## src/verilog/sdCard_config.svh

```systemverilog
// Constants for the SPI-mode SD card target.
// SDSC only: arguments are byte addresses and the memory is far smaller than a card.
// SD_MEM_BYTES must equal 2**SD_ADR_W. SD_MAX_BLOCK must fit the 10-bit block length.
// The byte counts below must be at least 1.
`ifndef SD_CARD_CONFIG_SVH
`define SD_CARD_CONFIG_SVH

// memory
`define SD_MEM_BYTES    1024
`define SD_ADR_W        10
`define SD_MAX_BLOCK    512

// gaps on miso, in whole bytes
`define SD_NCR_BYTES    1          // 0xFF before every response
`define SD_NAC_BYTES    1          // 0xFF between R1 and the start token
`define SD_BUSY_BYTES   4          // zero bytes after the data response

// tokens and fixed words
`define SD_START_TOKEN  8'hFE
`define SD_CRC_STUB     16'hAAAA   // read CRC is not computed
`define SD_DATA_ACCEPT  8'h05
`define SD_OCR          32'h80FF8000
`define SD_CARD_VHS     4'h1       // 2.7-3.6 V

`endif

```

## src/verilog/sdCardPkg.sv

```systemverilog
// Types shared by the command decoder, the response transmitter and the testbench.
// The frame holds everything after the start bit, so it is 47 bits wide.
package sdCardPkg;

   // command argument, seen as an address or as the CMD8 fields
   typedef union packed {
      logic [31:0] adr;             // byte address, or block length for CMD16
      struct packed {
         logic [19:0] rsvd;
         logic [3:0]  vhs;          // supply voltage the host offers
         logic [7:0]  pattern;      // echoed back in R7
      } cmd8;
   } sdArgT;

   typedef struct packed {
      logic       dir;              // 1 = host to card
      logic [5:0] index;
      sdArgT      arg;
      logic [6:0] crc;              // not checked
      logic       endBit;
   } sdCmdFrameT;

   typedef enum logic [2:0] {
      kindR1,
      kindR7,                       // R1 + voltage echo
      kindR3,                       // R1 + OCR
      kindRdBlk,                    // R1 + token, block and CRC
      kindDataResp                  // data response + busy after a write
   } sdRespKindT;

   typedef struct packed {
      logic zero;                   // always 0, host hunts for it
      logic paramErr;
      logic adrErr;
      logic eraseSeqErr;
      logic crcErr;
      logic illegalCmd;
      logic eraseReset;
      logic idle;
   } sdR1T;

endpackage

```

## src/verilog/sdRespTx.sv

```systemverilog
// Response side of the card: shifts whole bytes out on miso, MSB first, on rising sclk.
// Sequences: NCR gap, R1, then the R7/R3 word or the NAC gap, token, block and CRC stub;
// or the data response followed by busy zeros. The sequence pauses while ncs is high.
// Block bytes come from the read port one byte ahead of the shifter.
`timescale 1ns/100ps
`include "sdCard_config.svh"

module sdRespTx (
   input  logic                         sclk,
   input  logic                         rstn,
   input  logic                         ncs,
   input  logic                         respStart,
   input  sdCardPkg::sdRespKindT        respKind,
   input  sdCardPkg::sdR1T              respR1,
   input  logic [31:0]                  respWord,
   input  logic [`SD_ADR_W-1:0]         rdAdr,
   input  logic [9:0]                   blkLen,
   output logic                         txBusy,
   output logic                         miso,
   output logic                         wbRdCyc,
   output logic                         wbRdStb,
   output logic [`SD_ADR_W-1:0]         wbRdAdr,
   input  logic [7:0]                   wbRdDat,
   input  logic                         wbRdAck
);

   typedef enum logic [3:0] {
      phIdle, phNcr, phR1, phTail, phNac, phToken, phData, phCrc, phDresp, phBusy
   } phaseT;

   localparam logic [15:0] crcStub = `SD_CRC_STUB;

   phaseT       phase;
   phaseT       nextPhase;
   logic [2:0]  bitCnt;
   logic [9:0]  byteCnt;
   logic [9:0]  lastCnt;        // byteCnt of the last byte in this phase
   logic [7:0]  curByte;
   logic [6:0]  shReg;
   logic [7:0]  dataBuf;        // next block byte
   logic        misoReg;
   logic        fetchGo;

   always_comb begin
      curByte   = 8'hFF;        // gaps
      lastCnt   = '0;
      nextPhase = phIdle;
      case (phase)
         phNcr: begin
            lastCnt   = 10'(`SD_NCR_BYTES - 1);
            nextPhase = phR1;
         end
         phR1: begin
            curByte = respR1;
            if (respKind == sdCardPkg::kindR7 || respKind == sdCardPkg::kindR3)
               nextPhase = phTail;
            else if (respKind == sdCardPkg::kindRdBlk)
               nextPhase = phNac;
         end
         phTail: begin
            curByte = respWord[31 - 8 * byteCnt[1:0] -: 8];
            lastCnt = 10'd3;
         end
         phNac: begin
            lastCnt   = 10'(`SD_NAC_BYTES - 1);
            nextPhase = phToken;
         end
         phToken: begin
            curByte   = `SD_START_TOKEN;
            nextPhase = phData;
         end
         phData: begin
            curByte   = dataBuf;
            lastCnt   = blkLen - 10'd1;
            nextPhase = phCrc;
         end
         phCrc: begin
            curByte = byteCnt[0] ? crcStub[7:0] : crcStub[15:8];
            lastCnt = 10'd1;
         end
         phDresp: begin
            curByte   = `SD_DATA_ACCEPT;
            nextPhase = phBusy;
         end
         phBusy: begin
            curByte = 8'h00;
            lastCnt = 10'(`SD_BUSY_BYTES - 1);
         end
         default: curByte = 8'hFF;
      endcase
   end

   // byte 0 is fetched under the token, byte i+1 while byte i shifts out
   assign fetchGo = !ncs && (bitCnt == 3'd0) &&
                    (phase == phToken || (phase == phData && byteCnt != lastCnt));
   assign txBusy  = (phase != phIdle);
   assign miso    = misoReg | ncs;

   always_ff @(posedge sclk) begin
      if (!rstn) begin
         phase   <= phIdle;
         bitCnt  <= '0;
         byteCnt <= '0;
         misoReg <= 1'b1;
         wbRdCyc <= 1'b0;
         wbRdStb <= 1'b0;
      end else begin
         if (wbRdStb && wbRdAck) begin
            wbRdCyc <= 1'b0;
            wbRdStb <= 1'b0;
         end
         if (fetchGo) begin
            wbRdCyc <= 1'b1;
            wbRdStb <= 1'b1;
         end
         if (phase == phIdle) begin
            misoReg <= 1'b1;
            bitCnt  <= '0;
            byteCnt <= '0;
            if (respStart)
               phase <= (respKind == sdCardPkg::kindDataResp) ? phDresp : phNcr;
         end else if (!ncs) begin
            misoReg <= (bitCnt == 3'd0) ? curByte[7] : shReg[6];
            bitCnt  <= bitCnt + 3'd1;
            if (bitCnt == 3'd7) begin                     // last bit of the byte
               byteCnt <= (byteCnt == lastCnt) ? 10'd0 : byteCnt + 10'd1;
               if (byteCnt == lastCnt)
                  phase <= nextPhase;
            end
         end
      end
   end

   always_ff @(posedge sclk) begin
      if (!ncs)
         shReg <= (bitCnt == 3'd0) ? curByte[6:0] : {shReg[5:0], 1'b1};
      if (wbRdStb && wbRdAck)
         dataBuf <= wbRdDat;
      if (fetchGo)
         wbRdAdr <= (phase == phToken) ? rdAdr : wbRdAdr + 1'b1;
   end

   // the decoder must wait for the previous response to finish
   aNoStartWhenBusy: assert property (@(posedge sclk) disable iff (!rstn)
      respStart |-> !txBusy);

endmodule

```

## config.mk

```make
export PLATFORM = sky130hd
export DESIGN_NAME = sdRespTx
export DESIGN_NICKNAME = d
export VERILOG_FILES = /design/src/verilog/sdCardPkg.sv /design/src/verilog/sdRespTx.sv
export VERILOG_INCLUDE_DIRS = /design/src /design/src/verilog
export SDC_FILE = /design/constraint.sdc
export NUM_CORES = 1
export LEC_CHECK = 0
export ABC_AREA = 1
export BUFFER_PORTS_ARGS = -buffer_cell sky130_fd_sc_hd__buf_2
export CAP_MARGIN = 40
export CORE_ASPECT_RATIO = 0.7
export CORE_UTILIZATION = 40
export CTS_BUF_LIST = sky130_fd_sc_hd__clkbuf_16
export DETAILED_ROUTE_END_ITERATION = 12
export PLACE_DENSITY = 0.72
export SYNTH_ARGS = -nofsm -noshare
export SYNTH_HDL_FRONTEND = slang
export SYNTH_SLANG_ARGS = --single-unit
```

## constraint.sdc

```tcl
create_clock -name sclk -period 4.9 [get_ports sclk]
set_input_delay 1.225 -clock sclk [delete_from_list [all_inputs] [get_ports sclk]]
set_output_delay 1.225 -clock sclk [all_outputs]
set_load 0.02 [all_outputs]
```

==> flow_metrics.tcl <==
set metrics [dict create \
    crit_path_max_incr_delay_ps 300 \
    worst-endpoint-arrival_ps 1830 \
    grt_first_pass_wirelength_um 13230 \
    fin_util_pct 51.08 \
    power_report.internal_total_mw 0.9489 \
    die_x_um 105.7 \
    power.static_leakage_nw 1.716 \
    power_frac_clock_pct 28.8 \
    worstHoldPathType "flop to flop" \
    viasPerCell 5.137 \
    crit_family "buffers and inverters" \
    design_area_sq_um 3722 \
    cts_tree "yes" \
    detail_route.iter0.violations 242 \
    yosysWarnings 0 \
    globalRoute.totalOverflow 0 \
    worst_path_most_repeated_cell "buf_2" \
    syn_avg_cell_area_sq_um 7.067 \
    critical_path.slowest_cell "or2_2" \
    timing_worst_setup_path_type "input port to output pin" \
    core_area_sq_um 7287 \
    synth.area.top_cells "edfxtp_1 (25%), nand2_1 (13%), dfxtp_1 (13%), nor2_1 (8.0%), inv_1 (6.4%)" \
    number_of_antenna_repair_diodes 0 \
    net_count_reported_at_finish 596 \
    detail_route.wirelength_um 8083 \
    post-cts-setup-buffers 0 \
    insertion_delay_ps 290 \
    ys_seq_elements 44 \
    worst_vdd_ir_uv 252.4 \
    first_global_vias 2894 \
    drt_pre_antenna_iters 5 \
    worstPathMaxFanout 7 \
    cts.sink_count 44 \
    critPathCaptureType "output pin" \
    post_layout_nonfiller_instances 613 \
    dieHeight_um 74.58 \
    cts_hold_buf 0 \
    h-tree-depth 2 \
    grt_max_degree 28 \
    finalHoldViolations 0 \
    clk_root_buffer_cell "clkbuf_16" \
    power.sequential.fraction_pct 33.1 \
    post_synth_and_or_nand_nor_area_fraction_pct 34.91 \
    outcome "complete, no violations" \
    detail_route.wl_per_cell_um 13.19 \
    drv.max_cap_violation_count 0 \
    synth.mux.area_fraction_pct 0 \
    post_synth_inst_count 426 \
    synth.yosys.seq_area_share_pct 37.57 \
    drive_gt1_share_pct 22.52 \
    max_freq_ghz 0.3275 \
    tritoncts.num_buffers 5 \
    hold_depth 2 \
    sw_frac_of_total_pct 36.71 \
    synth-adder-area-share_pct 2.494 \
    p_per_area_nw_per_um2 402.8 \
    worstSetupStartpointType "input port" \
    synth-compound-area-share_pct 13.51 \
    final_min_period_ps 3053 \
    synth_nets 508 \
    main_combinational_cell_family_by_area_after_synthesis "simple AND/OR/NAND/NOR gates" \
    area_growth_pct 23.65 \
    p_comb_share_pct 38.1 \
    critPathBufInv 2 \
    routabilityCongestion 0.8707 \
    worst-slew-pin-transition_ps 685.9 \
    groute.usage.overall_pct 21.37 \
    slew_viol_final 0 \
    floorplan.initialDensity_pct 41.31 \
    ant_nets 0 \
    placedInstanceArea_sq_um 3533 \
    p_switching_mw 0.5505 \
    number_of_antenna_violations_at_the_first_check_in_global_routing 0 \
    netlist.area_leader.share_pct 24.94 \
    netlist.top_cell.by_area "edfxtp_1" \
    max_slew_margin_pct 54.21 \
    synthesis.area_sq_um 3010 \
    fp.dieArea_sq_um 7882 \
    sum_neg_setup_slack_ps 0 \
    clock_tree.buffer_depth 2 \
    port_buffers 89 \
    top_level_ports 90 \
    number_of_gates_given_a_new_drive_strength_after_cts 0 \
    clock_skew_ps 8.290 \
    placementRows 26 \
    synth_cell_type_count 37 \
    final.period_utilization_pct 62.31 \
    synth_xor_area_share_pct 2.909 \
    hpwl_dp_um 6255 \
    setup_viol 0 \
    r2r_cells 8 \
    power.total_mw 1.499 \
    path_length_in_cells_of_the_critical_path 3 \
    rsz0062_at_grt "no" \
    cp_data_required_time_ps 3670 \
    number_of_placed_instances_with_taps_included 605 \
    timing.critical_path.cells "buf_2 > or2_2 > buf_2" \
    drc 0 \
    clock_slew_seen_by_the_registers_of_the_worst_setup_and_hold_paths_ps 60 \
    via_count 3149 \
]
## worst register-to-register path, delay by kind of cell (launching register included)
kind	cells	cell delay, ps
AND/OR/NAND/NOR	5	1110
flip-flops	1	760
buffers and inverters	2	370
XOR/XNOR	1	150
## per-layer routing
metal | share of wire [%] | wire length, um | up-vias | GRT usage, %
met4 | 0.99 | 80 | 0 | 6.019
met1 | 48 | 3844 | 1442 | 29.16
met2 | 46 | 3691 | 99 | 34.79
met3 | 5.8 | 466 | 8 | 4.382
met5 | 0 | 0 | - | 0
li1 | - | - | 1600 | -
## cell usage in the layout, fill, tap and decap left out, types with 6 or more instances in the layout
| cell type | count |
|---|---|
| dfxtp_1 | 19 |
| nand4_1 | 10 |
| xor2_1 | 9 |
| nor2_1 | 64 |
| nand3_1 | 33 |
| inv_1 | 52 |
| o21ai_0 | 26 |
| o22ai_1 | 6 |
| buf_2 | 89 |
| nand2_1 | 106 |
| edfxtp_1 | 25 |
| a21oi_1 | 16 |
| ha_1 | 6 |
## cell usage after synthesis
master / n
nand2_2: 5
nand2_1: 106
and2_1: 1
nor2_8: 1
nor3_1: 5
o41ai_1: 1
o21ai_0: 26
xnor2_1: 1
a31oi_4: 1
nor2_2: 2
nor4_4: 1
nor2_1: 64
nand3_1: 33
a221oi_1: 5
nand3_2: 1
edfxtp_1: 25
inv_1: 51
a21oi_1: 16
inv_2: 4
o22ai_1: 6
o21bai_1: 1
nand4_1: 10
xor2_1: 9
clkbuf_1: 5
or2_2: 1
a41oi_1: 1
buf_6: 1
dfxtp_1: 19
nor2_4: 2
buf_4: 3
o31ai_1: 2
a211oi_1: 1
a31oi_1: 5
o211ai_1: 2
or2_1: 2
ha_1: 6
nand3_4: 1
## registers in the layout (all words and copies together), names as in the netlist
signal and cells:
wbRdStb 1, wbRdAdr 10, bitCnt 3, misoReg 1
phase 4, shReg 7, byteCnt 10, dataBuf 8
## metrics by stage
step | setup slack, ps | hold slack, ps
2_1_floorplan | 2064 | 432.7
3_3_place_gp | 1727 | 449.8
3_5_place_dp | 1679 | 454.1
4_1_cts | 1844 | 469.8
5_1_grt | 1719 | 504.2
6_report | 1847 | 468.9
## power groups by stage
stage	sequential [mW]	clock (mW)	combinational (mW)
final	0.496	0.432	0.571
after floorplan	0.497	0	0.414
after detailed placement	0.502	0	0.564
after global routing	0.503	0.449	0.643
after CTS	0.495	0.436	0.565
after global placement	0.501	0	0.548
## final cells by class
cell class              count  area (sq um)
clock inverters             3         63.81
repair buffers             90         452.9
inverters                  55         206.4
multi-input cells         318          1620
flip-flops and latches     44          1131
well taps                  98         122.6
clock buffers               5         125.1
fillers                   731          3565
## final timing paths
| kind | start | end | slack, ps |
|---|---|---|---|
| worst max-delay path | ncs | miso | 1850 |
| worst min-delay path | misoReg | misoReg | 470 |
| worst max register to register | byteCnt[0] | byteCnt[9] | 2470 |
| worst min register to register | misoReg | misoReg | 470 |
## cells by family (layout without fill, tap and decap cells)
kind of cell	after synthesis	count (layout)
fa+ha+maj	6	6
xor+xnor	10	10
simple gates	235	235
flops	44	44
compound gates	67	67
buf+inv	64	153
Note: power is estimated with default switching activity, not from simulation.
