## config.mk

```make
export PLATFORM = sky130hd
export DESIGN_NAME = sdCmdDecode
export DESIGN_NICKNAME = d
export VERILOG_FILES = /design/src/verilog/sdCardPkg.sv /design/src/verilog/sdCmdDecode.sv
export VERILOG_INCLUDE_DIRS = /design/src /design/src/verilog
export SDC_FILE = /design/constraint.sdc
export NUM_CORES = 1
export LEC_CHECK = 0
export ABC_AREA = 0
export BUFFER_PORTS_ARGS = -buffer_cell sky130_fd_sc_hd__buf_2
export CAP_MARGIN = 10
export CORE_ASPECT_RATIO = 1.75
export CORE_MARGIN = 2
export CORE_UTILIZATION = 25
export DETAILED_ROUTE_END_ITERATION = 8
export GPL_TIMING_DRIVEN = 0
export PLACE_DENSITY = 0.46
export SLEW_MARGIN = 20
export SYNTH_ARGS = -nofsm -noshare
export SYNTH_HDL_FRONTEND = slang
export SYNTH_SLANG_ARGS = --single-unit
```

## constraint.sdc

```tcl
create_clock -name sclk -period 4.3 [get_ports sclk]
set_input_delay 0.645 -clock sclk [delete_from_list [all_inputs] [get_ports sclk]]
set_output_delay 0.645 -clock sclk [all_outputs]
set_load 0.005 [all_outputs]
```

## src/verilog/sdCard_config.svh

```systemverilog
// Constants for the SPI-mode SD card target.
// SDSC only: arguments are byte addresses and the memory is far smaller than a card.
// SD_MEM_BYTES must equal 2**SD_ADR_W. SD_MAX_BLOCK must fit the 10-bit block length.
// The byte counts below must be at least 1.
`ifndef SD_CARD_CONFIG_SVH
`define SD_CARD_CONFIG_SVH

// memory
`define SD_MEM_BYTES    1024
`define SD_ADR_W        10
`define SD_MAX_BLOCK    512

// gaps on miso, in whole bytes
`define SD_NCR_BYTES    1          // 0xFF before every response
`define SD_NAC_BYTES    1          // 0xFF between R1 and the start token
`define SD_BUSY_BYTES   4          // zero bytes after the data response

// tokens and fixed words
`define SD_START_TOKEN  8'hFE
`define SD_CRC_STUB     16'hAAAA   // read CRC is not computed
`define SD_DATA_ACCEPT  8'h05
`define SD_OCR          32'h80FF8000
`define SD_CARD_VHS     4'h1       // 2.7-3.6 V

`endif

```

## src/verilog/sdCardPkg.sv

```systemverilog
// Types shared by the command decoder, the response transmitter and the testbench.
// The frame holds everything after the start bit, so it is 47 bits wide.
package sdCardPkg;

   // command argument, seen as an address or as the CMD8 fields
   typedef union packed {
      logic [31:0] adr;             // byte address, or block length for CMD16
      struct packed {
         logic [19:0] rsvd;
         logic [3:0]  vhs;          // supply voltage the host offers
         logic [7:0]  pattern;      // echoed back in R7
      } cmd8;
   } sdArgT;

   typedef struct packed {
      logic       dir;              // 1 = host to card
      logic [5:0] index;
      sdArgT      arg;
      logic [6:0] crc;              // not checked
      logic       endBit;
   } sdCmdFrameT;

   typedef enum logic [2:0] {
      kindR1,
      kindR7,                       // R1 + voltage echo
      kindR3,                       // R1 + OCR
      kindRdBlk,                    // R1 + token, block and CRC
      kindDataResp                  // data response + busy after a write
   } sdRespKindT;

   typedef struct packed {
      logic zero;                   // always 0, host hunts for it
      logic paramErr;
      logic adrErr;
      logic eraseSeqErr;
      logic crcErr;
      logic illegalCmd;
      logic eraseReset;
      logic idle;
   } sdR1T;

endpackage

```

## src/verilog/sdCmdDecode.sv

```systemverilog
// Command side of the card: frames 48-bit commands on mosi, holds the init state
// and block length, and stores single write blocks through a Wishbone master port.
// mosi is ignored while ncs is high and while the transmitter is busy.
// The write token is found with a sliding 8-bit window, data bytes align on it.
`timescale 1ns/100ps
`include "sdCard_config.svh"

module sdCmdDecode (
   input  logic                         sclk,
   input  logic                         rstn,
   input  logic                         ncs,
   input  logic                         mosi,
   input  logic                         txBusy,
   output logic                         wbWrCyc,
   output logic                         wbWrStb,
   output logic [`SD_ADR_W-1:0]         wbWrAdr,
   output logic [7:0]                   wbWrDat,
   input  logic                         wbWrAck,
   output logic                         respStart,
   output sdCardPkg::sdRespKindT        respKind,
   output sdCardPkg::sdR1T              respR1,
   output logic [31:0]                  respWord,
   output logic [`SD_ADR_W-1:0]         rdAdr,
   output logic [9:0]                   blkLen
);

   typedef enum logic [3:0] {
      stHunt, stDir, stFrame, stDecode, stRespWait, stWrWait, stTokHunt, stWrData, stWrCrc
   } stateT;

   stateT                  state;
   sdCardPkg::sdCmdFrameT  frame;
   sdCardPkg::sdR1T        r1Next;
   sdCardPkg::sdRespKindT  kindNext;
   logic [5:0]             bitCnt;
   logic [9:0]             byteCnt;
   logic [7:0]             byteSh;      // write token window and data bytes
   logic                   initDone;
   logic                   appCmd;      // last command was CMD55
   logic                   badLen;
   logic                   outOfRange;
   logic                   wrOk;
   logic                   crcDone;
   logic [31:0]            cmd8Echo;

   assign badLen     = (frame.arg.adr == 32'd0) || (frame.arg.adr > `SD_MAX_BLOCK);
   assign outOfRange = ({1'b0, frame.arg.adr} + 33'(blkLen)) > 33'(`SD_MEM_BYTES);
   assign wrOk       = !appCmd && (frame.index == 6'd24) && (r1Next == '0);
   assign crcDone    = (state == stWrCrc) && (bitCnt == 6'd15);
   // voltage field comes back only when the card supports it
   assign cmd8Echo   = {20'h0,
                        (frame.arg.cmd8.vhs == `SD_CARD_VHS) ? frame.arg.cmd8.vhs : 4'h0,
                        frame.arg.cmd8.pattern};

   // R1 and response kind of the frame just received
   always_comb begin
      r1Next = '0;
      r1Next.idle = ~initDone;
      kindNext = sdCardPkg::kindR1;
      if (appCmd) begin
         if (frame.index == 6'd41)
            r1Next.idle = 1'b0;                   // ACMD41 ends init
         else
            r1Next.illegalCmd = 1'b1;             // only ACMD41 is known
      end else begin
         case (frame.index)
            6'd0:  r1Next.idle = 1'b1;            // card drops back to idle
            6'd8:  kindNext = sdCardPkg::kindR7;
            6'd55: r1Next.illegalCmd = 1'b0;
            6'd58: kindNext = sdCardPkg::kindR3;
            6'd16, 6'd17, 6'd24: begin
               if (!initDone)
                  r1Next.illegalCmd = 1'b1;
               else if (frame.index == 6'd16)
                  r1Next.paramErr = badLen;
               else if (outOfRange)
                  r1Next.adrErr = 1'b1;           // no data follows
               else if (frame.index == 6'd17)
                  kindNext = sdCardPkg::kindRdBlk;
            end
            default: r1Next.illegalCmd = 1'b1;
         endcase
      end
   end

   always_ff @(posedge sclk) begin
      if (!rstn) begin
         state     <= stHunt;
         bitCnt    <= '0;
         byteCnt   <= '0;
         initDone  <= 1'b0;
         appCmd    <= 1'b0;
         blkLen    <= 10'(`SD_MAX_BLOCK);
         respStart <= 1'b0;
         wbWrCyc   <= 1'b0;
         wbWrStb   <= 1'b0;
      end else begin
         respStart <= 1'b0;
         if (wbWrStb && wbWrAck) begin
            wbWrStb <= 1'b0;
            wbWrCyc <= 1'b0;
         end
         if (!ncs) begin
            bitCnt <= bitCnt + 6'd1;
            case (state)
               stHunt: if (!mosi) state <= stDir;     // start bit
               stDir: begin
                  if (mosi) begin                     // direction bit, frame follows
                     state  <= stFrame;
                     bitCnt <= '0;
                  end
               end
               stFrame: if (bitCnt == 6'd45) state <= stDecode;
               stDecode: begin
                  respStart <= 1'b1;
                  appCmd    <= !appCmd && (frame.index == 6'd55);
                  if (appCmd && frame.index == 6'd41)
                     initDone <= 1'b1;
                  if (!appCmd && frame.index == 6'd0)
                     initDone <= 1'b0;
                  if (!appCmd && frame.index == 6'd16 && r1Next == '0)
                     blkLen <= frame.arg.adr[9:0];
                  state <= wrOk ? stWrWait : stRespWait;
               end
               // respStart still high means txBusy has not risen yet
               stRespWait, stWrWait: begin
                  if (!respStart && !txBusy)
                     state <= (state == stWrWait) ? stTokHunt : stHunt;
               end
               stTokHunt: begin
                  if ({byteSh[6:0], mosi} == `SD_START_TOKEN) begin
                     state   <= stWrData;
                     bitCnt  <= '0;
                     byteCnt <= '0;
                  end
               end
               stWrData: begin
                  if (bitCnt[2:0] == 3'd7) begin
                     wbWrCyc <= 1'b1;
                     wbWrStb <= 1'b1;
                     byteCnt <= byteCnt + 10'd1;
                     if (byteCnt == blkLen - 10'd1) begin
                        state  <= stWrCrc;
                        bitCnt <= '0;
                     end
                  end
               end
               stWrCrc: begin
                  if (crcDone) begin                  // CRC16 skipped
                     respStart <= 1'b1;
                     state     <= stRespWait;
                  end
               end
               default: state <= stHunt;
            endcase
         end
      end
   end

   always_ff @(posedge sclk) begin
      if (wbWrStb && wbWrAck)
         wbWrAdr <= wbWrAdr + 1'b1;
      if (!ncs) begin
         frame  <= {frame[45:0], mosi};
         byteSh <= (state == stTokHunt || state == stWrData) ? {byteSh[6:0], mosi} : 8'hFF;
         if (state == stWrData && bitCnt[2:0] == 3'd7)
            wbWrDat <= {byteSh[6:0], mosi};
         if (state == stDecode) begin
            respR1   <= r1Next;
            respKind <= kindNext;
            respWord <= (frame.index == 6'd58) ? `SD_OCR : cmd8Echo;
            rdAdr    <= frame.arg.adr[`SD_ADR_W-1:0];
            wbWrAdr  <= frame.arg.adr[`SD_ADR_W-1:0];
         end
         if (crcDone)
            respKind <= sdCardPkg::kindDataResp;
      end
   end

   // CMD16 must never load a length the transmitter cannot count
   aBlkLenRange: assert property (@(posedge sclk) disable iff (!rstn)
      blkLen != 10'd0 && blkLen <= 10'(`SD_MAX_BLOCK));

endmodule

```

==> results.py <==
metrics = {
    "status": {
        "status": "finished clean",
    },
    "clock_tree": {
        "postCtsSetupBuffers": 0,
        "path_clk_slew_ps": 60,
        "clockRootBuffer": "clkbuf_16",
        "cts_num_sinks": 136,
        "postCtsHoldBufs": 0,
        "h-tree-depth": 4,
        "ctsResizeCount": 0,
        "cts_tree": "built",
        "cts-buffers-inserted": 17,
        "cts_buffer_depth": 2,
        "clock_latency_ps": 440,
    },
    "synth": {
        "synth_cells": 649,
        "synth_compound_area_share_pct": 10.1,
        "synth_xor_area_share_pct": 5.79,
        "synth_top_family_by_area": "simple AND/OR/NAND/NOR gates",
        "synth_edf_count": 91,
        "synth_warnings": 0,
        "synth-main-ff-cell": "edfxtp_1",
        "synth-simple-area-share_pct": 20.6,
        "ys_async_sr_fraction_pct": 0,
        "synth_area_mm2": 0.00681,
        "synthAdderAreaFrac_pct": 3.23,
        "ys_ff_latch": 136,
        "yosysSeqAreaShare_pct": 53.3,
        "synth_area_per_cell_um2": 10.5,
        "synth_cell_types": 62,
        "muxShareOfSynthArea_pct": 2.06,
    },
    "global_routing": {
        "grt_pass1_vias": 5262,
        "grt-ovfl-total": 0,
        "met2_usage_pct": 23.4,
        "grtUsageMet1_pct": 13.7,
        "track_usage_pct": 13.0,
        "grt_use_met3_pct": 3.25,
        "grt_max_degree": 57,
        "antenna_found_initial": 0,
        "grt_pass1_wl_um": 28600,
        "grt_busiest_layer": "met2",
    },
    "finish": {
        "multiInputGateArea_mm2": 0.00291,
        "fill_cells": 2794,
        "regArea_mm2": 0.00363,
        "post-route-cell-area_mm2": 0.00827,
        "diodes": 0,
        "drive_above_1_share_pct": 18.0,
        "syn2layout_area_growth_pct": 21.3,
        "final_nets": 781,
    },
    "critical_path": {
        "cp-end-kind": "flop",
        "path_cells": "ha_1, fa_1, a21o_1, a221o_1, a22oi_1, nor2_1, nor3_1, a32oi_1, nor4_1, nand4_1, o21ai_0",
        "path_buf_inv": 0,
        "crit_fanout": 7,
        "worstPathRequired_ps": 4470,
        "arrival_ps": 4150,
        "crit_slowest_cell": "edfxtp_1",
        "slowest_delay_ps": 530,
        "cp_top_family": "compound AO/OA/AOI/OAI gates",
        "cp-start-kind": "flop",
        "worst-setup-path-type": "flop to flop",
    },
    "timing": {
        "finalHoldViolCount": 0,
        "setup_viol": 0,
        "fmax_mhz": 252,
        "setup_ws_ps": 330,
        "rsz0062_at_grt": "no",
        "min_period_over_period_pct": 92.3,
        "finClkSkew_ps": 9.29,
        "slew_headroom_pct": 50.1,
        "min_period_ps": 3970,
        "finalMaxSlewViolations": 0,
        "tightest_slew_ps": 744,
    },
    "route": {
        "drt_pass1_iterations": 5,
        "routedWlPerCell_um": 16.3,
        "post_drt_via_cell_ratio": 4.73,
        "ant_nets": 0,
        "first_iter_violations": 229,
        "routed_wl_um": 17900,
        "drc": 0,
        "num_vias": 5196,
    },
    "place": {
        "pre_cts_slack_ps": 300,
        "placed_area_mm2": 0.00767,
        "io_buffers": 73,
        "hpwlAfterDp_um": 13200,
        "gp_congestion": 0.836,
    },
    "floorplan": {
        "core_area_mm2": 0.0270,
        "row_count": 80,
        "die_w_um": 129,
        "ios": 90,
        "initial_utilization_pct": 25.2,
        "die-area_mm2": 0.0286,
        "dieHeight_um": 222,
    },
    "min_path": {
        "hp-class": "flop to flop",
    },
    "job": {
        "maxCapViolations": 0,
    },
    "power_and_ir_drop": {
        "leakage_nw": 3.10,
        "ir_drop_mv": 0.252,
        "pwr_density_cell_mw_per_mm2": 416,
    },
}
-- state kept, by name, indices dropped and copies added, names as in the netlist --
signal / count
frame: 38
respWord: 13
blkLen: 10
byteCnt: 10
rdAdr: 10
wbWrAdr: 10
cmd8Echo: 8
wbWrDat: 8
byteSh: 7
bitCnt: 6
respR1: 4
state: 4
respKind: 3
appCmd: 1
initDone: 1
respStart: 1
wbWrCyc: 1
wbWrStb: 1
-- worst reg2reg max path, delay by kind of cell (launching register included) --
| family | cells | cell delay [ps] |
|---|---|---|
| AO/OA/AOI/OAI | 5 | 1620 |
| flip-flops | 1 | 530 |
| adder cells (fa/ha/maj) | 2 | 690 |
| AND/OR/NAND/NOR | 4 | 860 |
-- cell families after synthesis --
group	Yosys count
adder cells (fa/ha/maj)	17
multiplexers	14
AO/OA/AOI/OAI	105
XOR/XNOR	45
other	1
AND/OR/NAND/NOR	270
flip-flops	136
buffers and inverters	61
-- cells in the mapped netlist (3+ instances only) --
master    number  area share (%)
edfxtp_1      91              40
nand3b_1       3            0.33
or4_1          7            0.77
nor2b_1       18             1.7
o31ai_1        5            0.55
a21boi_0       5            0.55
o22ai_1        4            0.37
inv_1         17            0.94
xor2_1        24             3.1
xnor2_1       21             2.7
nand3_1       29             2.1
nand2b_1       8            0.73
ha_1          16             2.9
nand4_1       21             1.9
nor3_1        25             1.8
a22oi_1        4            0.44
a21o_1         6            0.66
and3_1         7            0.64
a21oi_1       15             1.1
nor4_1         9            0.83
buf_4         24             2.6
o21ai_0       32             2.4
a31oi_1        6            0.55
or3_1         12             1.1
a211oi_1       4            0.44
clkbuf_1      17            0.94
dfxtp_1       45              13
and2_1        15             1.4
mux2i_1       14             2.1
nor2_1        55             3.0
nand2_1       50             2.8
-- layout make-up --
cell class                      instances  area share [%]
Multi-Input combinational cell        468            35.2
Inverter                               18           0.848
Tap cell                              328            4.97
Clock inverter                         15            2.03
Timing Repair Buffer                   74            4.66
Sequential cell                       136            44.0
Buffer                                 43            3.16
Clock buffer                           17            5.15
-- worst paths after layout --
path                                  start     endpoint  slack (ps)  depth (start not counted)
worst max-delay path            cmd8Echo[0]  respKind[0]         330                         11
worst min-delay path               frame[7]  cmd8Echo[0]         430                          0
worst min register to register     frame[7]  cmd8Echo[0]         430                          0
worst max register to register  cmd8Echo[0]  respKind[0]         330                         11
-- metal layers --
metal  vias up  routed length, µm
met2       159               9420
met4         0                762
met5         -                  0
li1       2574                  -
met3        39                731
met1      2424               6950
-- metrics by stage --
| stage | hold WS, ps | setup TNS (ps) | instances | total power [mW] | util, % |
|---|---|---|---|---|---|
| floorplan | 400 | 0 | 665 | 1.84 | - |
| global placement | 405 | -26230 | 1066 | 1.98 | 28.3 |
| detailed placement | 410 | 0 | 1067 | 1.99 | 28.4 |
| CTS | 426 | 0 | 1099 | 3.47 | 30.6 |
| global route | 435 | 0 | 1099 | 3.60 | 30.6 |
| finish | 425 | 0 | 1099 | 3.44 | 30.6 |
-- cells in the final DEF (no fill, tap or decap), types with 3 or more instances in the layout --
| cell type | Yosys | layout |
|---|---|---|
| nand4_1 | 21 | 21 |
| a21oi_1 | 15 | 15 |
| nand2_1 | 50 | 50 |
| and2_1 | 15 | 15 |
| a31oi_1 | 6 | 6 |
| nand3_1 | 29 | 29 |
| clkbuf_1 | 17 | 16 |
| buf_4 | 24 | 24 |
| edfxtp_1 | 91 | 91 |
| buf_2 | 1 | 74 |
| a211oi_1 | 4 | 4 |
| a22oi_1 | 4 | 4 |
| nor2_1 | 55 | 55 |
| xnor2_1 | 21 | 21 |
| nand2b_1 | 8 | 8 |
| nor4_1 | 9 | 9 |
| inv_1 | 17 | 16 |
| nor2b_1 | 18 | 18 |
| o31ai_1 | 5 | 5 |
| or4_1 | 7 | 7 |
| nor3_1 | 25 | 25 |
| or3_1 | 12 | 12 |
| conb_1 | 1 | 17 |
| clkinvlp_4 | 0 | 4 |
| a21o_1 | 6 | 6 |
| o21ai_0 | 32 | 32 |
| ha_1 | 16 | 16 |
| inv_6 | 0 | 5 |
| xor2_1 | 24 | 24 |
| and3_1 | 7 | 7 |
| dfxtp_1 | 45 | 45 |
| a21boi_0 | 5 | 5 |
| clkbuf_16 | 0 | 17 |
| o22ai_1 | 4 | 4 |
| nand3b_1 | 3 | 3 |
| mux2i_1 | 14 | 14 |
-- power by group --
group          switching, mW  internal, mW  total (mW)
clock                  0.616         0.865        1.48
combinational          0.208         0.157       0.365
sequential            0.0999          1.49        1.59
total                  0.924          2.51        3.44
Power figures use the tool's default switching activity.
